`config.mk`:
```
export PLATFORM = sky130hd
export DESIGN_NAME = endpoint_bridge
export DESIGN_NICKNAME = d
export VERILOG_FILES = /design/src/ep_pkg.sv /design/src/link_arbiter.sv /design/src/host_rx_decoder.sv /design/src/host_tx_framer.sv /design/src/endpoint_bridge.sv
export SDC_FILE = /design/constraint.sdc
export NUM_CORES = 1
export LEC_CHECK = 0
export ABC_AREA = 1
export BUFFER_PORTS_ARGS = -buffer_cell sky130_fd_sc_hd__buf_4
export CORE_MARGIN = 2
export CORE_UTILIZATION = 40
export CTS_CLUSTER_SIZE = 10
export DETAILED_ROUTE_END_ITERATION = 8
export PLACE_DENSITY_LB_ADDON = 0.3
export SYNTH_ARGS = -nofsm -noshare
export SYNTH_HDL_FRONTEND = slang
export SYNTH_SLANG_ARGS = --single-unit
```
`constraint.sdc`:
```
create_clock -name CLK -period 3.8 [get_ports CLK]
set_clock_uncertainty 0.15 [all_clocks]
set_input_delay 0.19 -clock CLK [delete_from_list [all_inputs] [get_ports CLK]]
set_output_delay 0.19 -clock CLK [all_outputs]
set_load 0.1 [all_outputs]
```
`src/ep_pkg.sv`:
```
// Endpoint bridge shared definitions
`default_nettype none

package ep_pkg;

	// --------------------------------------------------
	// Link byte layout
	// --------------------------------------------------
	localparam int BYTE_W = 8;
	localparam int CMD_W  = 3;
	localparam int ADDR_W = 3;
	localparam int TAG_W  = 2;

	// Tag of a host control byte
	localparam logic [TAG_W-1:0] TAG_CTRL = 2'b10;
	// Tag of a header byte sent to the host
	localparam logic [TAG_W-1:0] TAG_HDR  = 2'b11;

	// Command codes carried in control and header bytes
	localparam logic [CMD_W-1:0] CMD_TRIGGER  = 3'd1;
	localparam logic [CMD_W-1:0] CMD_TRANSFER = 3'd2;

	// --------------------------------------------------
	// Message types
	// --------------------------------------------------
	// Control byte from the host, also the outgoing header byte
	typedef struct packed {
		logic [TAG_W-1:0]  tag;
		logic [CMD_W-1:0]  cmd;
		logic [ADDR_W-1:0] addr;
	} ctrl_byte_t;

	// Device side message, request in and delivery out
	typedef struct packed {
		logic [CMD_W-1:0]  cmd;
		logic [ADDR_W-1:0] addr;
		logic [BYTE_W-1:0] payload;
	} dev_msg_t;

	// Current holder of the half duplex host link
	typedef enum logic [1:0] {
		OWNER_NONE = 2'd0,
		OWNER_RX   = 2'd1,
		OWNER_TX   = 2'd2
	} link_owner_t;

	// --------------------------------------------------
	// FSM state encodings
	// --------------------------------------------------
	// Receive decoder
	typedef enum logic [2:0] {
		RX_WAIT_CTRL = 3'd0,
		RX_ACK_CTRL  = 3'd1,
		RX_WAIT_DATA = 3'd2,
		RX_ACK_DATA  = 3'd3,
		RX_RELEASE   = 3'd4
	} rx_state_t;

	// Transmit framer
	typedef enum logic [2:0] {
		TX_IDLE       = 3'd0,
		TX_SKIP       = 3'd1,
		TX_WAIT_GRANT = 3'd2,
		TX_HDR        = 3'd3,
		TX_HDR_GAP    = 3'd4,
		TX_PAY        = 3'd5,
		TX_PAY_GAP    = 3'd6,
		TX_DEV_ACK    = 3'd7
	} tx_state_t;

endpackage

`default_nettype wire

```
`src/link_arbiter.sv`:
```
// Host link arbiter
`timescale 1ns/1ps
`default_nettype none

module link_arbiter
	import ep_pkg::*;
(
	input  wire  CLK,
	input  wire  RST_N,
	// Requests from both directions
	input  logic rx_req,
	input  logic tx_want,
	// End of message from the current owner
	input  logic rx_done,
	input  logic tx_done,
	output logic rx_grant,
	output logic tx_grant,
	output logic link_busy
);

	link_owner_t owner_q;
	link_owner_t owner_d;

	// --------------------------------------------------
	// Next owner
	// --------------------------------------------------
	always_comb
	begin
		owner_d = owner_q;
		case (owner_q)
			OWNER_NONE:
			begin
				// Receive side has priority on a tie
				if (rx_req)
					owner_d = OWNER_RX;
				else if (tx_want)
					owner_d = OWNER_TX;
			end
			OWNER_RX:
			begin
				// Held across the gap between control and data bytes
				if (rx_done)
					owner_d = OWNER_NONE;
			end
			OWNER_TX:
			begin
				if (tx_done)
					owner_d = OWNER_NONE;
			end
			default:
				owner_d = OWNER_NONE;
		endcase
	end

	// --------------------------------------------------
	// Owner register and grant decode
	// --------------------------------------------------
	// Grants follow the next owner so they rise with it
	always_ff @(posedge CLK or negedge RST_N)
	begin
		if (!RST_N)
		begin
			owner_q   <= OWNER_NONE;
			rx_grant  <= 1'b0;
			tx_grant  <= 1'b0;
			link_busy <= 1'b0;
		end
		else
		begin
			owner_q   <= owner_d;
			rx_grant  <= (owner_d == OWNER_RX);
			tx_grant  <= (owner_d == OWNER_TX);
			// External controller holds off reads while framing
			link_busy <= (owner_d == OWNER_TX);
		end
	end

endmodule

`default_nettype wire

```
`src/host_rx_decoder.sv`:
```
// Host receive decoder
`timescale 1ns/1ps
`default_nettype none

module host_rx_decoder
	import ep_pkg::*;
(
	input  wire               CLK,
	input  wire               RST_N,
	// Host byte handshake
	input  logic              rx_req,
	input  logic [BYTE_W-1:0] rx_byte,
	input  logic              rx_grant,
	output logic              rx_ack,
	// End of message toward the arbiter
	output logic              rx_done,
	// Delivery toward the device
	output logic              uc_in_valid,
	output dev_msg_t          uc_in_msg
);

	rx_state_t  state_q;
	ctrl_byte_t ctrl_q;
	logic       byte_take;
	logic       ctrl_ok;
	logic       deliver;

	// New byte offered while the link is ours
	assign byte_take = rx_req && rx_grant;

	// Stored control byte checks
	assign ctrl_ok = (ctrl_q.tag == TAG_CTRL);
	assign deliver = (ctrl_q.cmd == CMD_TRIGGER) || (ctrl_q.cmd == CMD_TRANSFER);

	// One cycle pulse once the final ack is down
	assign rx_done = (state_q == RX_RELEASE);

	// --------------------------------------------------
	// Byte handshake FSM
	// --------------------------------------------------
	always_ff @(posedge CLK or negedge RST_N)
	begin
		if (!RST_N)
		begin
			state_q     <= RX_WAIT_CTRL;
			rx_ack      <= 1'b0;
			uc_in_valid <= 1'b0;
		end
		else
		begin
			// Valid lasts only the cycle the data ack rises
			uc_in_valid <= 1'b0;
			case (state_q)
				RX_WAIT_CTRL:
				begin
					if (byte_take)
					begin
						rx_ack  <= 1'b1;
						state_q <= RX_ACK_CTRL;
					end
				end
				RX_ACK_CTRL:
				begin
					if (!rx_req)
					begin
						rx_ack <= 1'b0;
						// Stray byte is dropped here
						if (ctrl_ok)
							state_q <= RX_WAIT_DATA;
						else
							state_q <= RX_RELEASE;
					end
				end
				RX_WAIT_DATA:
				begin
					if (byte_take)
					begin
						rx_ack      <= 1'b1;
						uc_in_valid <= deliver;
						state_q     <= RX_ACK_DATA;
					end
				end
				RX_ACK_DATA:
				begin
					if (!rx_req)
					begin
						rx_ack  <= 1'b0;
						state_q <= RX_RELEASE;
					end
				end
				RX_RELEASE:
					state_q <= RX_WAIT_CTRL;
				default:
					state_q <= RX_WAIT_CTRL;
			endcase
		end
	end

	// --------------------------------------------------
	// Control byte and delivered message
	// --------------------------------------------------
	always_ff @(posedge CLK)
	begin
		if ((state_q == RX_WAIT_CTRL) && byte_take)
			ctrl_q <= ctrl_byte_t'(rx_byte);
		if ((state_q == RX_WAIT_DATA) && byte_take)
		begin
			uc_in_msg.cmd     <= ctrl_q.cmd;
			// Trigger carries no address
			uc_in_msg.addr    <= (ctrl_q.cmd == CMD_TRIGGER) ? '0 : ctrl_q.addr;
			uc_in_msg.payload <= rx_byte;
		end
	end

endmodule

`default_nettype wire

```
`src/host_tx_framer.sv`:
```
// Host transmit framer
`timescale 1ns/1ps
`default_nettype none

module host_tx_framer
	import ep_pkg::*;
(
	input  wire               CLK,
	input  wire               RST_N,
	// Device request handshake
	input  logic              dev_req,
	input  dev_msg_t          dev_msg,
	output logic              dev_ack,
	// Arbiter side
	output logic              tx_want,
	input  logic              tx_grant,
	// Host byte handshake
	output logic              tx_req,
	output logic [BYTE_W-1:0] tx_byte,
	input  logic              tx_ack,
	output logic              tx_done
);

	tx_state_t  state_q;
	dev_msg_t   msg_q;
	ctrl_byte_t hdr_byte;
	logic       framed;

	// Only trigger and transfer go out on the link
	assign framed = (dev_msg.cmd == CMD_TRIGGER) || (dev_msg.cmd == CMD_TRANSFER);

	// Header byte from the latched request
	assign hdr_byte = '{tag: TAG_HDR, cmd: msg_q.cmd, addr: msg_q.addr};

	// --------------------------------------------------
	// Frame FSM
	// --------------------------------------------------
	always_ff @(posedge CLK or negedge RST_N)
	begin
		if (!RST_N)
		begin
			state_q <= TX_IDLE;
			dev_ack <= 1'b0;
			tx_want <= 1'b0;
			tx_req  <= 1'b0;
			tx_done <= 1'b0;
		end
		else
		begin
			tx_done <= 1'b0;
			case (state_q)
				TX_IDLE:
				begin
					if (dev_req)
					begin
						tx_want <= framed;
						state_q <= framed ? TX_WAIT_GRANT : TX_SKIP;
					end
				end
				// Unframed command is just acknowledged
				TX_SKIP:
				begin
					dev_ack <= 1'b1;
					state_q <= TX_DEV_ACK;
				end
				TX_WAIT_GRANT:
				begin
					if (tx_grant)
					begin
						tx_req  <= 1'b1;
						state_q <= TX_HDR;
					end
				end
				TX_HDR:
				begin
					if (tx_ack)
					begin
						tx_req  <= 1'b0;
						state_q <= TX_HDR_GAP;
					end
				end
				TX_HDR_GAP:
				begin
					// Payload follows once the header ack is down
					if (!tx_ack)
					begin
						tx_req  <= 1'b1;
						state_q <= TX_PAY;
					end
				end
				TX_PAY:
				begin
					if (tx_ack)
					begin
						tx_req  <= 1'b0;
						state_q <= TX_PAY_GAP;
					end
				end
				TX_PAY_GAP:
				begin
					// Frame complete, hand the link back
					if (!tx_ack)
					begin
						tx_want <= 1'b0;
						tx_done <= 1'b1;
						dev_ack <= 1'b1;
						state_q <= TX_DEV_ACK;
					end
				end
				TX_DEV_ACK:
				begin
					if (!dev_req)
					begin
						dev_ack <= 1'b0;
						state_q <= TX_IDLE;
					end
				end
				default:
					state_q <= TX_IDLE;
			endcase
		end
	end

	// --------------------------------------------------
	// Request latch and outgoing byte
	// --------------------------------------------------
	always_ff @(posedge CLK)
	begin
		if ((state_q == TX_IDLE) && dev_req)
			msg_q <= dev_msg;
		// Byte changes only as its req rises
		if ((state_q == TX_WAIT_GRANT) && tx_grant)
			tx_byte <= hdr_byte;
		if ((state_q == TX_HDR_GAP) && !tx_ack)
			tx_byte <= msg_q.payload;
	end

endmodule

`default_nettype wire

```
`src/endpoint_bridge.sv`:
```
// Byte link endpoint bridge
`timescale 1ns/1ps
`default_nettype none

module endpoint_bridge
	import ep_pkg::*;
(
	input  wire               CLK,
	input  wire               RST_N,
	// Host receive side
	input  logic              rx_req,
	input  logic [BYTE_W-1:0] rx_byte,
	output logic              rx_ack,
	// Host transmit side
	output logic              tx_req,
	output logic [BYTE_W-1:0] tx_byte,
	input  logic              tx_ack,
	// Link held by the framer
	output logic              link_busy,
	// Device request side
	input  logic              dev_req,
	input  dev_msg_t          dev_msg,
	output logic              dev_ack,
	// Delivery side
	output logic              uc_in_valid,
	output dev_msg_t          uc_in_msg
);

	// --------------------------------------------------
	// Arbitration nets
	// --------------------------------------------------
	logic rx_grant;
	logic tx_grant;
	logic tx_want;
	logic rx_done;
	logic tx_done;

	// Shares the half duplex link between the two directions
	link_arbiter arb0 (
		.CLK       (CLK),
		.RST_N     (RST_N),
		.rx_req    (rx_req),
		.tx_want   (tx_want),
		.rx_done   (rx_done),
		.tx_done   (tx_done),
		.rx_grant  (rx_grant),
		.tx_grant  (tx_grant),
		.link_busy (link_busy)
	);

	// Host to device messages
	host_rx_decoder rxd0 (
		.CLK         (CLK),
		.RST_N       (RST_N),
		.rx_req      (rx_req),
		.rx_byte     (rx_byte),
		.rx_grant    (rx_grant),
		.rx_ack      (rx_ack),
		.rx_done     (rx_done),
		.uc_in_valid (uc_in_valid),
		.uc_in_msg   (uc_in_msg)
	);

	// Device to host frames
	host_tx_framer txf0 (
		.CLK      (CLK),
		.RST_N    (RST_N),
		.dev_req  (dev_req),
		.dev_msg  (dev_msg),
		.dev_ack  (dev_ack),
		.tx_want  (tx_want),
		.tx_grant (tx_grant),
		.tx_req   (tx_req),
		.tx_byte  (tx_byte),
		.tx_ack   (tx_ack),
		.tx_done  (tx_done)
	);

endmodule

`default_nettype wire

```
==> results of run 1 <==
==> routing by layer <==
metal	wire length [um]	up-vias
li1	-	896
met4	72	0
met5	0	-
met1	2190	800
met3	239	6
met2	2260	61
==> state kept, by name, summed over array words and instances, names as in the netlist, 2 cells and up <==
name / flops
txf0.msg_q: 8
txf0.hdr_byte: 6
txf0.state_q: 3
rxd0.uc_in_msg: 14
rxd0.state_q: 3
arb0.owner_q: 2
txf0.tx_byte: 8
rxd0.ctrl_q: 8
==> tightest hold or removal path: cells and delay by family <==
kind | cells | cell delay, ns
AO/OA/AOI/OAI | 1 | 0.08
buffers and inverters | 1 | 0.10
AND/OR/NAND/NOR | 2 | 0.15
==> power by group through the flow <==
stage               sequential [uW]  combinational [uW]  clock [uW]
floorplan                      1250                 554           0
detailed placement             1020                 959           0
finish                         1000                 979         649
CTS                            1000                 983         660
global placement               1010                 955           0
global route                   1020                1080         690
==> area by class of cell <==
cell class                 instances  area, um2  share of cell area
sequential                        60       1720               0.495
clock inverter                     4       72.6              0.0209
inverter                          27        106              0.0306
tap                               77       96.3              0.0277
clock buffer                      12        155              0.0447
timing repair buffer              79        656               0.189
multi-input combinational        128        667               0.192
==> logic make-up after synthesis <==
logic type,share of synthesized area
AO/OA/AOI/OAI,0.0340
adder cells (fa/ha/maj),0.0148
buffers and inverters,0.0587
XOR/XNOR,0.00345
AND/OR/NAND/NOR,0.211
flip-flops,0.679
==> final timing paths <==
path                       depth (start not counted)  slack [ns]                            to                         from
max reg2reg                                        2        1.35     txf0.tx_byte[1]$_DFFE_PP_  txf0.state_q[1]$_DFFE_PN0P_
min reg2reg                                        0        0.31  rxd0.uc_in_msg[11]$_DFFE_PP_     rxd0.ctrl_q[3]$_DFFE_PP_
max in group asynchronous                          2        3.21      txf0.tx_want$_DFFE_PN0P_                        RST_N
min                                                4        0.09      txf0.dev_ack$_DFFE_PN0P_                      dev_req
min in group asynchronous                          2        0.10   txf0.state_q[2]$_DFFE_PN0P_                        RST_N
max                                                2        1.35     txf0.tx_byte[1]$_DFFE_PP_  txf0.state_q[1]$_DFFE_PN0P_
==> per-stage QoR <==
step / cell area, um2 / hold slack (ns) / power (uW)
floorplan: 2540 / -0.256 / 1800
global placement: 3000 / -0.0851 / 1970
detailed placement: 3000 / -0.0858 / 1980
CTS: 3470 / 0.0754 / 2650
global route: 3470 / 0.105 / 2790
finish: 3470 / 0.0922 / 2630
==> cell usage in the layout, fill, tap and decap left out <==
master / netlist / final
nand4_1: 1 / 1
or2_2: 2 / 2
nand3_2: 5 / 5
inv_2: 3 / 3
inv_1: 22 / 22
clkbuf_1: 0 / 1
nand3_1: 10 / 10
nor2_2: 3 / 3
o211ai_1: 1 / 1
bufinv_16: 0 / 2
clkinv_4: 0 / 1
dfrtp_1: 16 / 16
nand2_4: 1 / 1
inv_4: 2 / 2
dlygate4sd3_1: 0 / 25
nand4_2: 1 / 1
nand3b_1: 1 / 1
clkinv_1: 0 / 1
edfxtp_1: 44 / 44
nand2_1: 62 / 62
a41oi_1: 2 / 2
nand2_2: 7 / 7
xor2_1: 1 / 1
o21ai_0: 5 / 5
a21oi_1: 2 / 2
clkbuf_8: 0 / 11
o22ai_1: 3 / 3
o31ai_1: 1 / 1
nor2_1: 13 / 13
ha_1: 3 / 3
buf_4: 0 / 54
nor2_4: 3 / 3
nor4_1: 1 / 1
==> what timing repair did <==
action	4_1_cts	5_1_grt
hold buffers	25	0
setup buffers	0	0
endpoints found under the hold margin	48	0
==> summary.md, run 1 <==
| Metric | Value |
|---|---|
| Post-synth EDFFs | `44` |
| Register area share after synthesis | `0.679` |
| Worst-path clk slew | `0.07 ns` |
| Top-count cell post-synth | `nand2_1` |
| Synth Flop Type | `edfxtp_1` |
| Starting Density | `0.407` |
| Met3 GRT Util | `0.0584` |
| GR Util met2 | `0.224` |
| NetSw | `1060 uW` |
| Synth area leaders | `edfxtp_1, dfrtp_1, nand2_1, inv_1, nand3_1` |
| Critical-path maximum fanout | `12` |
| Reg power frac | `0.381` |
| Fin util | `0.557` |
| Leakage power | `0.00157 uW` |
| CTS Buf Count | `9` |
| PnR worst setup slack | `1.35 ns` |
| Sink Count | `60` |
| Antenna-violating nets left | `0` |
| Die area | `0.00700 mm2` |
| Cell Int Power | `1570 uW` |
| Final hold violation count | `0` |
| Distinct cells, synth | `28` |
| Worst EP required | `3.59 ns` |
| Final Max Tran Viols | `0` |
| I/O pin cnt | `54` |
| Post-CTS Resized | `0` |
| Row cnt | `29` |
| Worst IR Drop VDD | `560 uV` |
| Yosys warns | `0` |
| Largest net degree at the start of global routing | `17` |
| Grt ovf | `0` |
| Layout Nets | `335` |
| HPWL Detailed | `3200 um` |
| Setup violators final | `0` |
| First-pass GRT wire length | `7940 um` |
| Max-Cap Viols | `0` |
| Crit path cell chain | `nand2_1 -> o31ai_1` |
| DP Cell Count | `346` |
| CTS tree | `built` |
| Power per cell area | `757 mW/mm2` |
| Critical path's slowest cell | `o31ai_1` |
| Port Buffer Count | `53` |
| Core area | `0.00624 mm2` |
| Largest delay share family, worst path | `compound AO/OA/AOI/OAI gates` |
| WL/cell | `12.3 um` |
| Dpl ws | `1.34 ns` |
| Crit path capture type | `register` |
| Synth Register Bits | `60` |
| Number of detailed-route iterations in the first pass | `4` |
| Ant. Diodes | `0` |
| Worst path max stage delay | `0.99 ns` |
| Worst Path Arrival | `2.24 ns` |
| DIE HEIGHT | `83.6 um` |
| Worst-Skew Late Latency | `0.33 ns` |
| Vias in the first global route | `1,734` |
| Root Buffer | `clkbuf_8` |
| Switching Share | `0.403` |
| Routed wire length | `4760 um` |
| Buf+Inv Stages, Crit Path | `0` |
| Mapped Area | `0.00254 mm2` |
| Synth Net Count | `248` |
| Layer with the highest usage | `met2` |
| Antenna violations before repair | `0` |
| Drc violations | `0` |
| Biggest area consumer among synthesized cells | `edfxtp_1` |
| CP Class | `reg -> reg` |
| Hold Crit Class | `in -> reg` |
| DR iter-0 viols | `54` |
| Slew headroom | `0.183` |
| Avg Inst Size Synth | `11.6 um2` |
| Vias per cell | `4.56` |
| Clk buf depth | `2` |
| Combinational share of power | `0.372` |
| GPL Wtd Cong | `0.872` |
| Clk network pwr share | `0.246` |
| CTS H-tree depth | `3` |
| Fin Setup TNS | `0 ns` |
| Fmax | `408 MHz` |
| Synth top cells by count | `nand2_1, edfxtp_1, inv_1` |
| Element type at the critical path start | `register` |
| Post-route insts no fill | `387` |
| Yosys top cell area share | `0.521` |
| Vias | `1,763` |
| Asr flop ratio synth | `0.267` |
| Status | `finished, final reports clean` |
| Gr usage total | `0.149` |
| Final Cycle Share | `0.644` |
| Slew @ Worst Pin | `1.22 ns` |
| Layout cells sized above 1 | `0.306` |
| Chip width | `83.6 um` |
| RSZ-0062 raised after global routing | `no` |
| Clock period minus worst slack | `2.45 ns` |
| # fillers | `548` |
| Post-synthesis instance total | `218` |
| Synthesis-to-layout area growth | `36.9%` |
| Met1 Track Usage GR | `0.194` |
No activity file was read; power rests on OpenSTA's default activity.
==> run 2, diff against run 1 <==
==> constraint.sdc (replaced) <==
create_clock -name CLK -period 2.5 [get_ports CLK]
set_clock_uncertainty 0.15 [all_clocks]
set_input_delay 0.125 -clock CLK [delete_from_list [all_inputs] [get_ports CLK]]
set_output_delay 0.125 -clock CLK [all_outputs]
set_load 0.1 [all_outputs]
==> run 2 against run 1 <==
  * Critical path depth increased by 1
  * Largest cell class unchanged
  * Sequential power increased by 43%
  * Utilization is 0.10 points higher
  * Count of clock-buffer cells in the layout down 1
  * Combinational power up 66%
  * Non-clock buffer count is 5 higher
  * Critical endpoint is now txf0.tx_byte[4]$_DFFE_PP_
==> summary.md, run 2 (synthesis results as in run 1) <==
| Metric | Value |
|---|---|
| Antenna violations before repair | `0 (unchanged)` |
| Fin util | `0.558 (was 0.557)` |
| Slew headroom | `0.179 (was 0.183)` |
| Power per cell area | `1120 mW/mm2 (was 757 mW/mm2)` |
| Root Buffer | `clkbuf_8 (unchanged)` |
| Post-CTS Setup Bufs | `0 (unchanged)` |
| Vias per cell | `4.51 (was 4.56)` |
| Clock period minus worst slack | `2.07 ns (was 2.45 ns)` |
| CP Class | `reg -> reg (unchanged)` |
| CTS tree | `built (unchanged)` |
| Worst Path Arrival | `1.86 ns (was 2.24 ns)` |
| DR iter-0 viols | `57 (was 54)` |
| Commonest cells after routing, fill and taps aside | `nand2_1, buf_4, edfxtp_1 (unchanged)` |
| R2r worst-path depth | `3 (was 2)` |
| Routed wire length | `4800 um (was 4760 um)` |
| DIE HEIGHT | `83.6 um (unchanged)` |
| Slew @ Worst Pin | `1.22 ns (about the same)` |
| Leakage power | `0.00158 uW (was 0.00157 uW)` |
| Reg2reg end | `txf0.tx_byte[4]$_DFFE_PP_ (was txf0.tx_byte[1]$_DFFE_PP_)` |
| Biggest register | `rxd0.uc_in_msg (unchanged)` |
| Status | `finished, final reports clean (unchanged)` |
| CTS H-tree depth | `3 (unchanged)` |
| Starting Density | `0.407 (unchanged)` |
| Antenna-violating nets left | `0 (unchanged)` |
| Sink Count | `60 (unchanged)` |
| I/O pin cnt | `54 (unchanged)` |
| Grt ovf | `0 (unchanged)` |
| R2r startpoint | `txf0.state_q[0]$_DFFE_PN0P_ (was txf0.state_q[1]$_DFFE_PN0P_)` |
| Synthesis-to-layout area growth | `37.2% (was 36.9%)` |
| Fin Setup TNS | `0 ns (unchanged)` |
| Hold Crit Class | `in -> async (was in -> reg)` |
| Vias | `1,766 (was 1,763)` |
| Layout cells sized above 1 | `0.314 (was 0.306)` |
| Gr usage total | `0.147 (was 0.149)` |
| Hold_buf cts | `26 (was 25)` |
| Worst-Skew Late Latency | `0.33 ns (about the same)` |
| Final Max Tran Viols | `0 (unchanged)` |
| Max reg flops | `14 (unchanged)` |
| GPL Wtd Cong | `0.838 (was 0.872)` |
| Worst-path clk slew | `0.07 ns (about the same)` |
| Final hold violation count | `0 (unchanged)` |
| Reg-to-reg slack, setup | `0.43 ns (was 1.35 ns)` |
| Worst EP required | `2.29 ns (was 3.59 ns)` |
| Largest net degree at the start of global routing | `17 (unchanged)` |
| Fmax | `484 MHz (was 408 MHz)` |
| Dpl ws | `0.467 ns (was 1.34 ns)` |
| Tot Pwr | `3900 uW (was 2630 uW)` |
| Final Cycle Share | `0.827 (was 0.644)` |
| Crit path capture type | `register (unchanged)` |
| Critical-path maximum fanout | `8 (was 12)` |
| First-pass GRT wire length | `7890 um (was 7940 um)` |
| Setup violators final | `0 (unchanged)` |
| Vias in the first global route | `1,706 (was 1,734)` |
| Chip width | `83.6 um (unchanged)` |
| Core area | `0.00624 mm2 (unchanged)` |
| Post-CTS Resized | `0 (unchanged)` |
| Port Buffer Count | `53 (unchanged)` |
| Clk buf depth | `2 (unchanged)` |
| RSZ-0062 raised after global routing | `no (unchanged)` |
| Ant. Diodes | `0 (unchanged)` |
| CTS Buf Count | `9 (unchanged)` |
| Number of detailed-route iterations in the first pass | `4 (unchanged)` |
| Layout Nets | `340 (was 335)` |
| Element type at the critical path start | `register (unchanged)` |
| Drc violations | `0 (unchanged)` |
| DP Cell Count | `350 (was 346)` |
| # fillers | `529 (was 548)` |
| Commonest non-fill, non-tap cell in the layout | `nand2_1 (unchanged)` |
| Row cnt | `29 (unchanged)` |
| HPWL Detailed | `3310 um (was 3200 um)` |
| PnR worst setup slack | `0.432 ns (was 1.35 ns)` |
| Max-Cap Viols | `0 (unchanged)` |
| Die area | `0.00700 mm2 (unchanged)` |
| WL/cell | `12.2 um (was 12.3 um)` |
| Post-route insts no fill | `392 (was 387)` |
| Worst IR Drop VDD | `871 uV (was 560 uV)` |
## run 2: changes by cell type in the layout (fill, tap and decap cells not counted)
cell | previous run | this run
bufinv_16 | 2 | 1
dlygate4sd3_1 | 25 | 26
buf_4 | 54 | 58
clkbuf_8 | 11 | 10
clkinv_2 | 0 | 2
## run 2: stage by stage
stage	hold slack (ns)	cell area (um2)
detailed placement	-0.144	3030
global placement	-0.151	3030
CTS	0.0476	3480
floorplan	-0.321	2540
global route	0.0747	3480
finish	0.0448	3480
## run 2: worst max-delay path by stage
stage / from / end / depth (start not counted)
3_5_place_dp: txf0.state_q[0]$_DFFE_PN0P_ / txf0.tx_byte[1]$_DFFE_PP_ / 3
2_1_floorplan: arb0.tx_grant$_DFF_PN0_ / txf0.tx_byte[0]$_DFFE_PP_ / 2
6_report: txf0.state_q[0]$_DFFE_PN0P_ / txf0.tx_byte[4]$_DFFE_PP_ / 3
5_1_grt: txf0.state_q[0]$_DFFE_PN0P_ / txf0.tx_byte[6]$_SDFFCE_PN1P_ / 3
4_1_cts: txf0.state_q[0]$_DFFE_PN0P_ / txf0.tx_byte[6]$_SDFFCE_PN1P_ / 3
3_3_place_gp: txf0.state_q[0]$_DFFE_PN0P_ / txf0.tx_byte[6]$_SDFFCE_PN1P_ / 3
## run 2: worst max-delay path, stage by stage (launching register included)
cell and delay, ns:
dfrtp_1 0.41, inv_4 0.08, nand2_1 0.07, o31ai_1 0.97
## run 2: report_power, final
part	internal, uW	switching, uW	leakage (uW)
Sequential	1340	94.4	0.000597
Clock	482	362	0.000101
Combinational	473	1150	0.000887
Total	2290	1610	0.00158
## run 2: cell type report
class                      count  area [um2]  area share
sequential                    60        1720       0.495
timing repair buffer          84         696       0.200
multi-input combinational    128         667       0.192
clock buffer                  11         141      0.0406
inverter                      27         106      0.0306
tap                           77        96.3      0.0277
clock inverter                 5        52.6      0.0151
## run 2: routing by layer
| layer | up-vias | track usage | share of wire |
|---|---|---|---|
| li1 | 910 | - | - |
| met3 | 9 | 0.0514 | 0.058 |
| met5 | - | 0 | 0 |
| met1 | 793 | 0.195 | 0.47 |
| met4 | 0 | 0.0718 | 0.016 |
| met2 | 54 | 0.216 | 0.46 |
==> run 3, diff against run 2 <==
==> constraint.sdc (replaced) <==
create_clock -name CLK -period 1.9 [get_ports CLK]
set_clock_uncertainty 0.15 [all_clocks]
set_input_delay 0.095 -clock CLK [delete_from_list [all_inputs] [get_ports CLK]]
set_output_delay 0.095 -clock CLK [all_outputs]
set_load 0.1 [all_outputs]
==> run 3 against run 2 <==
  * Register-to-register slack got worse by 0.28 ns
  * Critical path type unchanged
  * Design area grew 2.0%
  * Wire length rose by 3.7%
  * Sequential power up 36%
  * Clock power increased by 60%
  * Global-route usage is 0.63 points higher
==> summary.md, run 3 (synthesis results as in run 1) <==
| Metric | Value |
|---|---|
| Status | `finished, final reports clean (unchanged)` |
| Port Buffer Count | `53 (unchanged)` |
| Buf+Inv Stages, Crit Path | `1 (unchanged)` |
| DIE HEIGHT | `83.6 um (unchanged)` |
| Leakage power | `0.00161 uW (was 0.00158 uW)` |
| Area occupied by multi-input gates | `672 um2 (was 667 um2)` |
| Worst-Skew Late Latency | `0.33 ns (about the same)` |
| Critical-path maximum fanout | `8 (unchanged)` |
| Crit path capture type | `register (unchanged)` |
| CTS H-tree depth | `3 (unchanged)` |
| GPL Wtd Cong | `0.829 (was 0.838)` |
| Max reg flops | `14 (unchanged)` |
| RSZ-0062 raised after global routing | `no (unchanged)` |
| Layout cells sized above 1 | `0.327 (was 0.314)` |
| Clock period minus worst slack | `1.75 ns (was 2.07 ns)` |
| Final instance area | `0.00355 mm2 (was 0.00348 mm2)` |
| Setup violators final | `0 (unchanged)` |
| Element type at the critical path start | `register (unchanged)` |
| Root Buffer | `clkbuf_8 (unchanged)` |
| Fin Setup TNS | `0 ns (unchanged)` |
| Antenna-violating nets left | `0 (unchanged)` |
| Largest net degree at the start of global routing | `17 (unchanged)` |
| Max-Cap Viols | `0 (unchanged)` |
| Final hold violation count | `0 (unchanged)` |
| Row cnt | `29 (unchanged)` |
| Worst EP required | `1.71 ns (was 2.29 ns)` |
| Fin util | `0.569 (was 0.558)` |
| Sink Count | `60 (unchanged)` |
| CTS Buf Count | `9 (unchanged)` |
| I/O pin cnt | `54 (unchanged)` |
| Slew @ Worst Pin | `0.739 ns (was 1.22 ns)` |
| First-pass GRT wire length | `8310 um (was 7890 um)` |
| R2r worst-path depth | `3 (unchanged)` |
| Clk buf depth | `2 (unchanged)` |
| Slew headroom | `0.506 (was 0.179)` |
| Layout Nets | `343 (was 340)` |
| Hold Crit Class | `reg -> reg (was in -> async)` |
| Final Cycle Share | `0.920 (was 0.827)` |
| CP Class | `reg -> reg (unchanged)` |
| Critical path's slowest cell | `o31ai_2 (was o31ai_1)` |
| Hold depth | `1` |
| Commonest non-fill, non-tap cell in the layout | `nand2_1 (unchanged)` |
| Worst path max stage delay | `0.59 ns (was 0.97 ns)` |
| DR iter-0 viols | `57 (unchanged)` |
| Worst IR Drop VDD | `1240 uV (was 871 uV)` |
| Biggest register | `rxd0.uc_in_msg (unchanged)` |
| Synthesis-to-layout area growth | `39.9% (was 37.2%)` |
| Stages on the worst setup path | `3 (unchanged)` |
| HPWL Detailed | `3370 um (was 3310 um)` |
| Register cell area after layout | `0.00172 mm2 (about the same)` |
| Crit path cell chain | `inv_4 -> nand2_1 -> o31ai_2 (was inv_4 -> nand2_1 -> o31ai_1)` |
| Worst-path clk slew | `0.07 ns (about the same)` |
| Chip width | `83.6 um (unchanged)` |
| Vias per cell | `4.55 (was 4.51)` |
| # fillers | `535 (was 529)` |
| Routed wire length | `4980 um (was 4800 um)` |
| Commonest cells after routing, fill and taps aside | `nand2_1, buf_4, edfxtp_1 (unchanged)` |
| Gr usage total | `0.153 (was 0.147)` |
| Core area | `0.00624 mm2 (unchanged)` |
| Antenna violations before repair | `0 (unchanged)` |
| Vias in the first global route | `1,758 (was 1,706)` |
| Fmax | `572 MHz (was 484 MHz)` |
| Largest delay share family, worst path | `compound AO/OA/AOI/OAI gates (unchanged)` |
| Ant. Diodes | `0 (unchanged)` |
| WL/cell | `12.6 um (was 12.2 um)` |
| Final Max Tran Viols | `0 (unchanged)` |
| Starting Density | `0.407 (unchanged)` |
| Power per cell area | `1520 mW/mm2 (was 1120 mW/mm2)` |
| Vias | `1,796 (was 1,766)` |
| CTS tree | `built (unchanged)` |
| Drc violations | `0 (unchanged)` |
| Worst hold slack | `0.291 ns (was 0.0448 ns)` |
| DP Area | `0.00305 mm2 (was 0.00303 mm2)` |
| Grt ovf | `0 (unchanged)` |
| Number of detailed-route iterations in the first pass | `4 (unchanged)` |
| Die area | `0.00700 mm2 (unchanged)` |
| Worst Path Arrival | `1.56 ns (was 1.86 ns)` |
## run 3: cell count changes in the layout (fill, tap and decap cells not counted), sizes merged
cell | previous run | this run
buf | 58 | 60
bufinv | 1 | 3
clkinv | 4 | 2
dlygate4sd3 | 26 | 27
## run 3: cell type report
class / count / share of cell area
clock buffers: 11 / 0.0370
clock inverters: 5 / 0.0282
inverters: 27 / 0.0300
multi-input cells: 128 / 0.189
flip-flops and latches: 60 / 0.486
well taps: 77 / 0.0271
repair buffers: 87 / 0.203
## run 3: path summary, 6_finish.rpt
kind                                              from                            end  slack [ns]
min                           rxd0.ctrl_q[7]$_DFFE_PP_    rxd0.state_q[2]$_DFFE_PN0P_        0.29
max                        txf0.state_q[0]$_DFFE_PN0P_  txf0.tx_byte[7]$_SDFFCE_PN1P_        0.15
max in group asynchronous                        RST_N    txf0.state_q[2]$_DFFE_PN0P_        0.34
min in group asynchronous                        RST_N    rxd0.state_q[2]$_DFFE_PN0P_        0.75
max reg2reg                txf0.state_q[0]$_DFFE_PN0P_  txf0.tx_byte[7]$_SDFFCE_PN1P_        0.15
min reg2reg                   rxd0.ctrl_q[7]$_DFFE_PP_    rxd0.state_q[2]$_DFFE_PN0P_        0.29
## run 3: timing repair
action,CTS,global route
hold buffers,27,0
resized for setup,0,1
endpoints found under the setup margin,0,2
endpoints found under the hold margin,55,0
setup buffers,0,0
## run 3: per-layer routing
metal / vias to the layer above / global-route usage / wire, um
met5: - / 0 / 0
met4: 0 / 0.0557 / 63
met3: 7 / 0.0623 / 236
met2: 42 / 0.237 / 2450
met1: 836 / 0.195 / 2220
li1: 911 / - / -
## run 3: report_power, final
part / internal [uW] / switching, uW / total [uW]
sequential: 1760 / 181 / 1940
clock: 868 / 484 / 1350
combinational: 641 / 1470 / 2110
total: 3270 / 2140 / 5410
## run 3: through the flow
stage	power (uW)	setup slack, ns	cells
2_1_floorplan	3610	0.0465	218
3_3_place_gp	4030	0.168	352
3_5_place_dp	4030	0.118	352
4_1_cts	5450	0.100	395
5_1_grt	5730	0.0125	395
6_report	5410	0.152	395
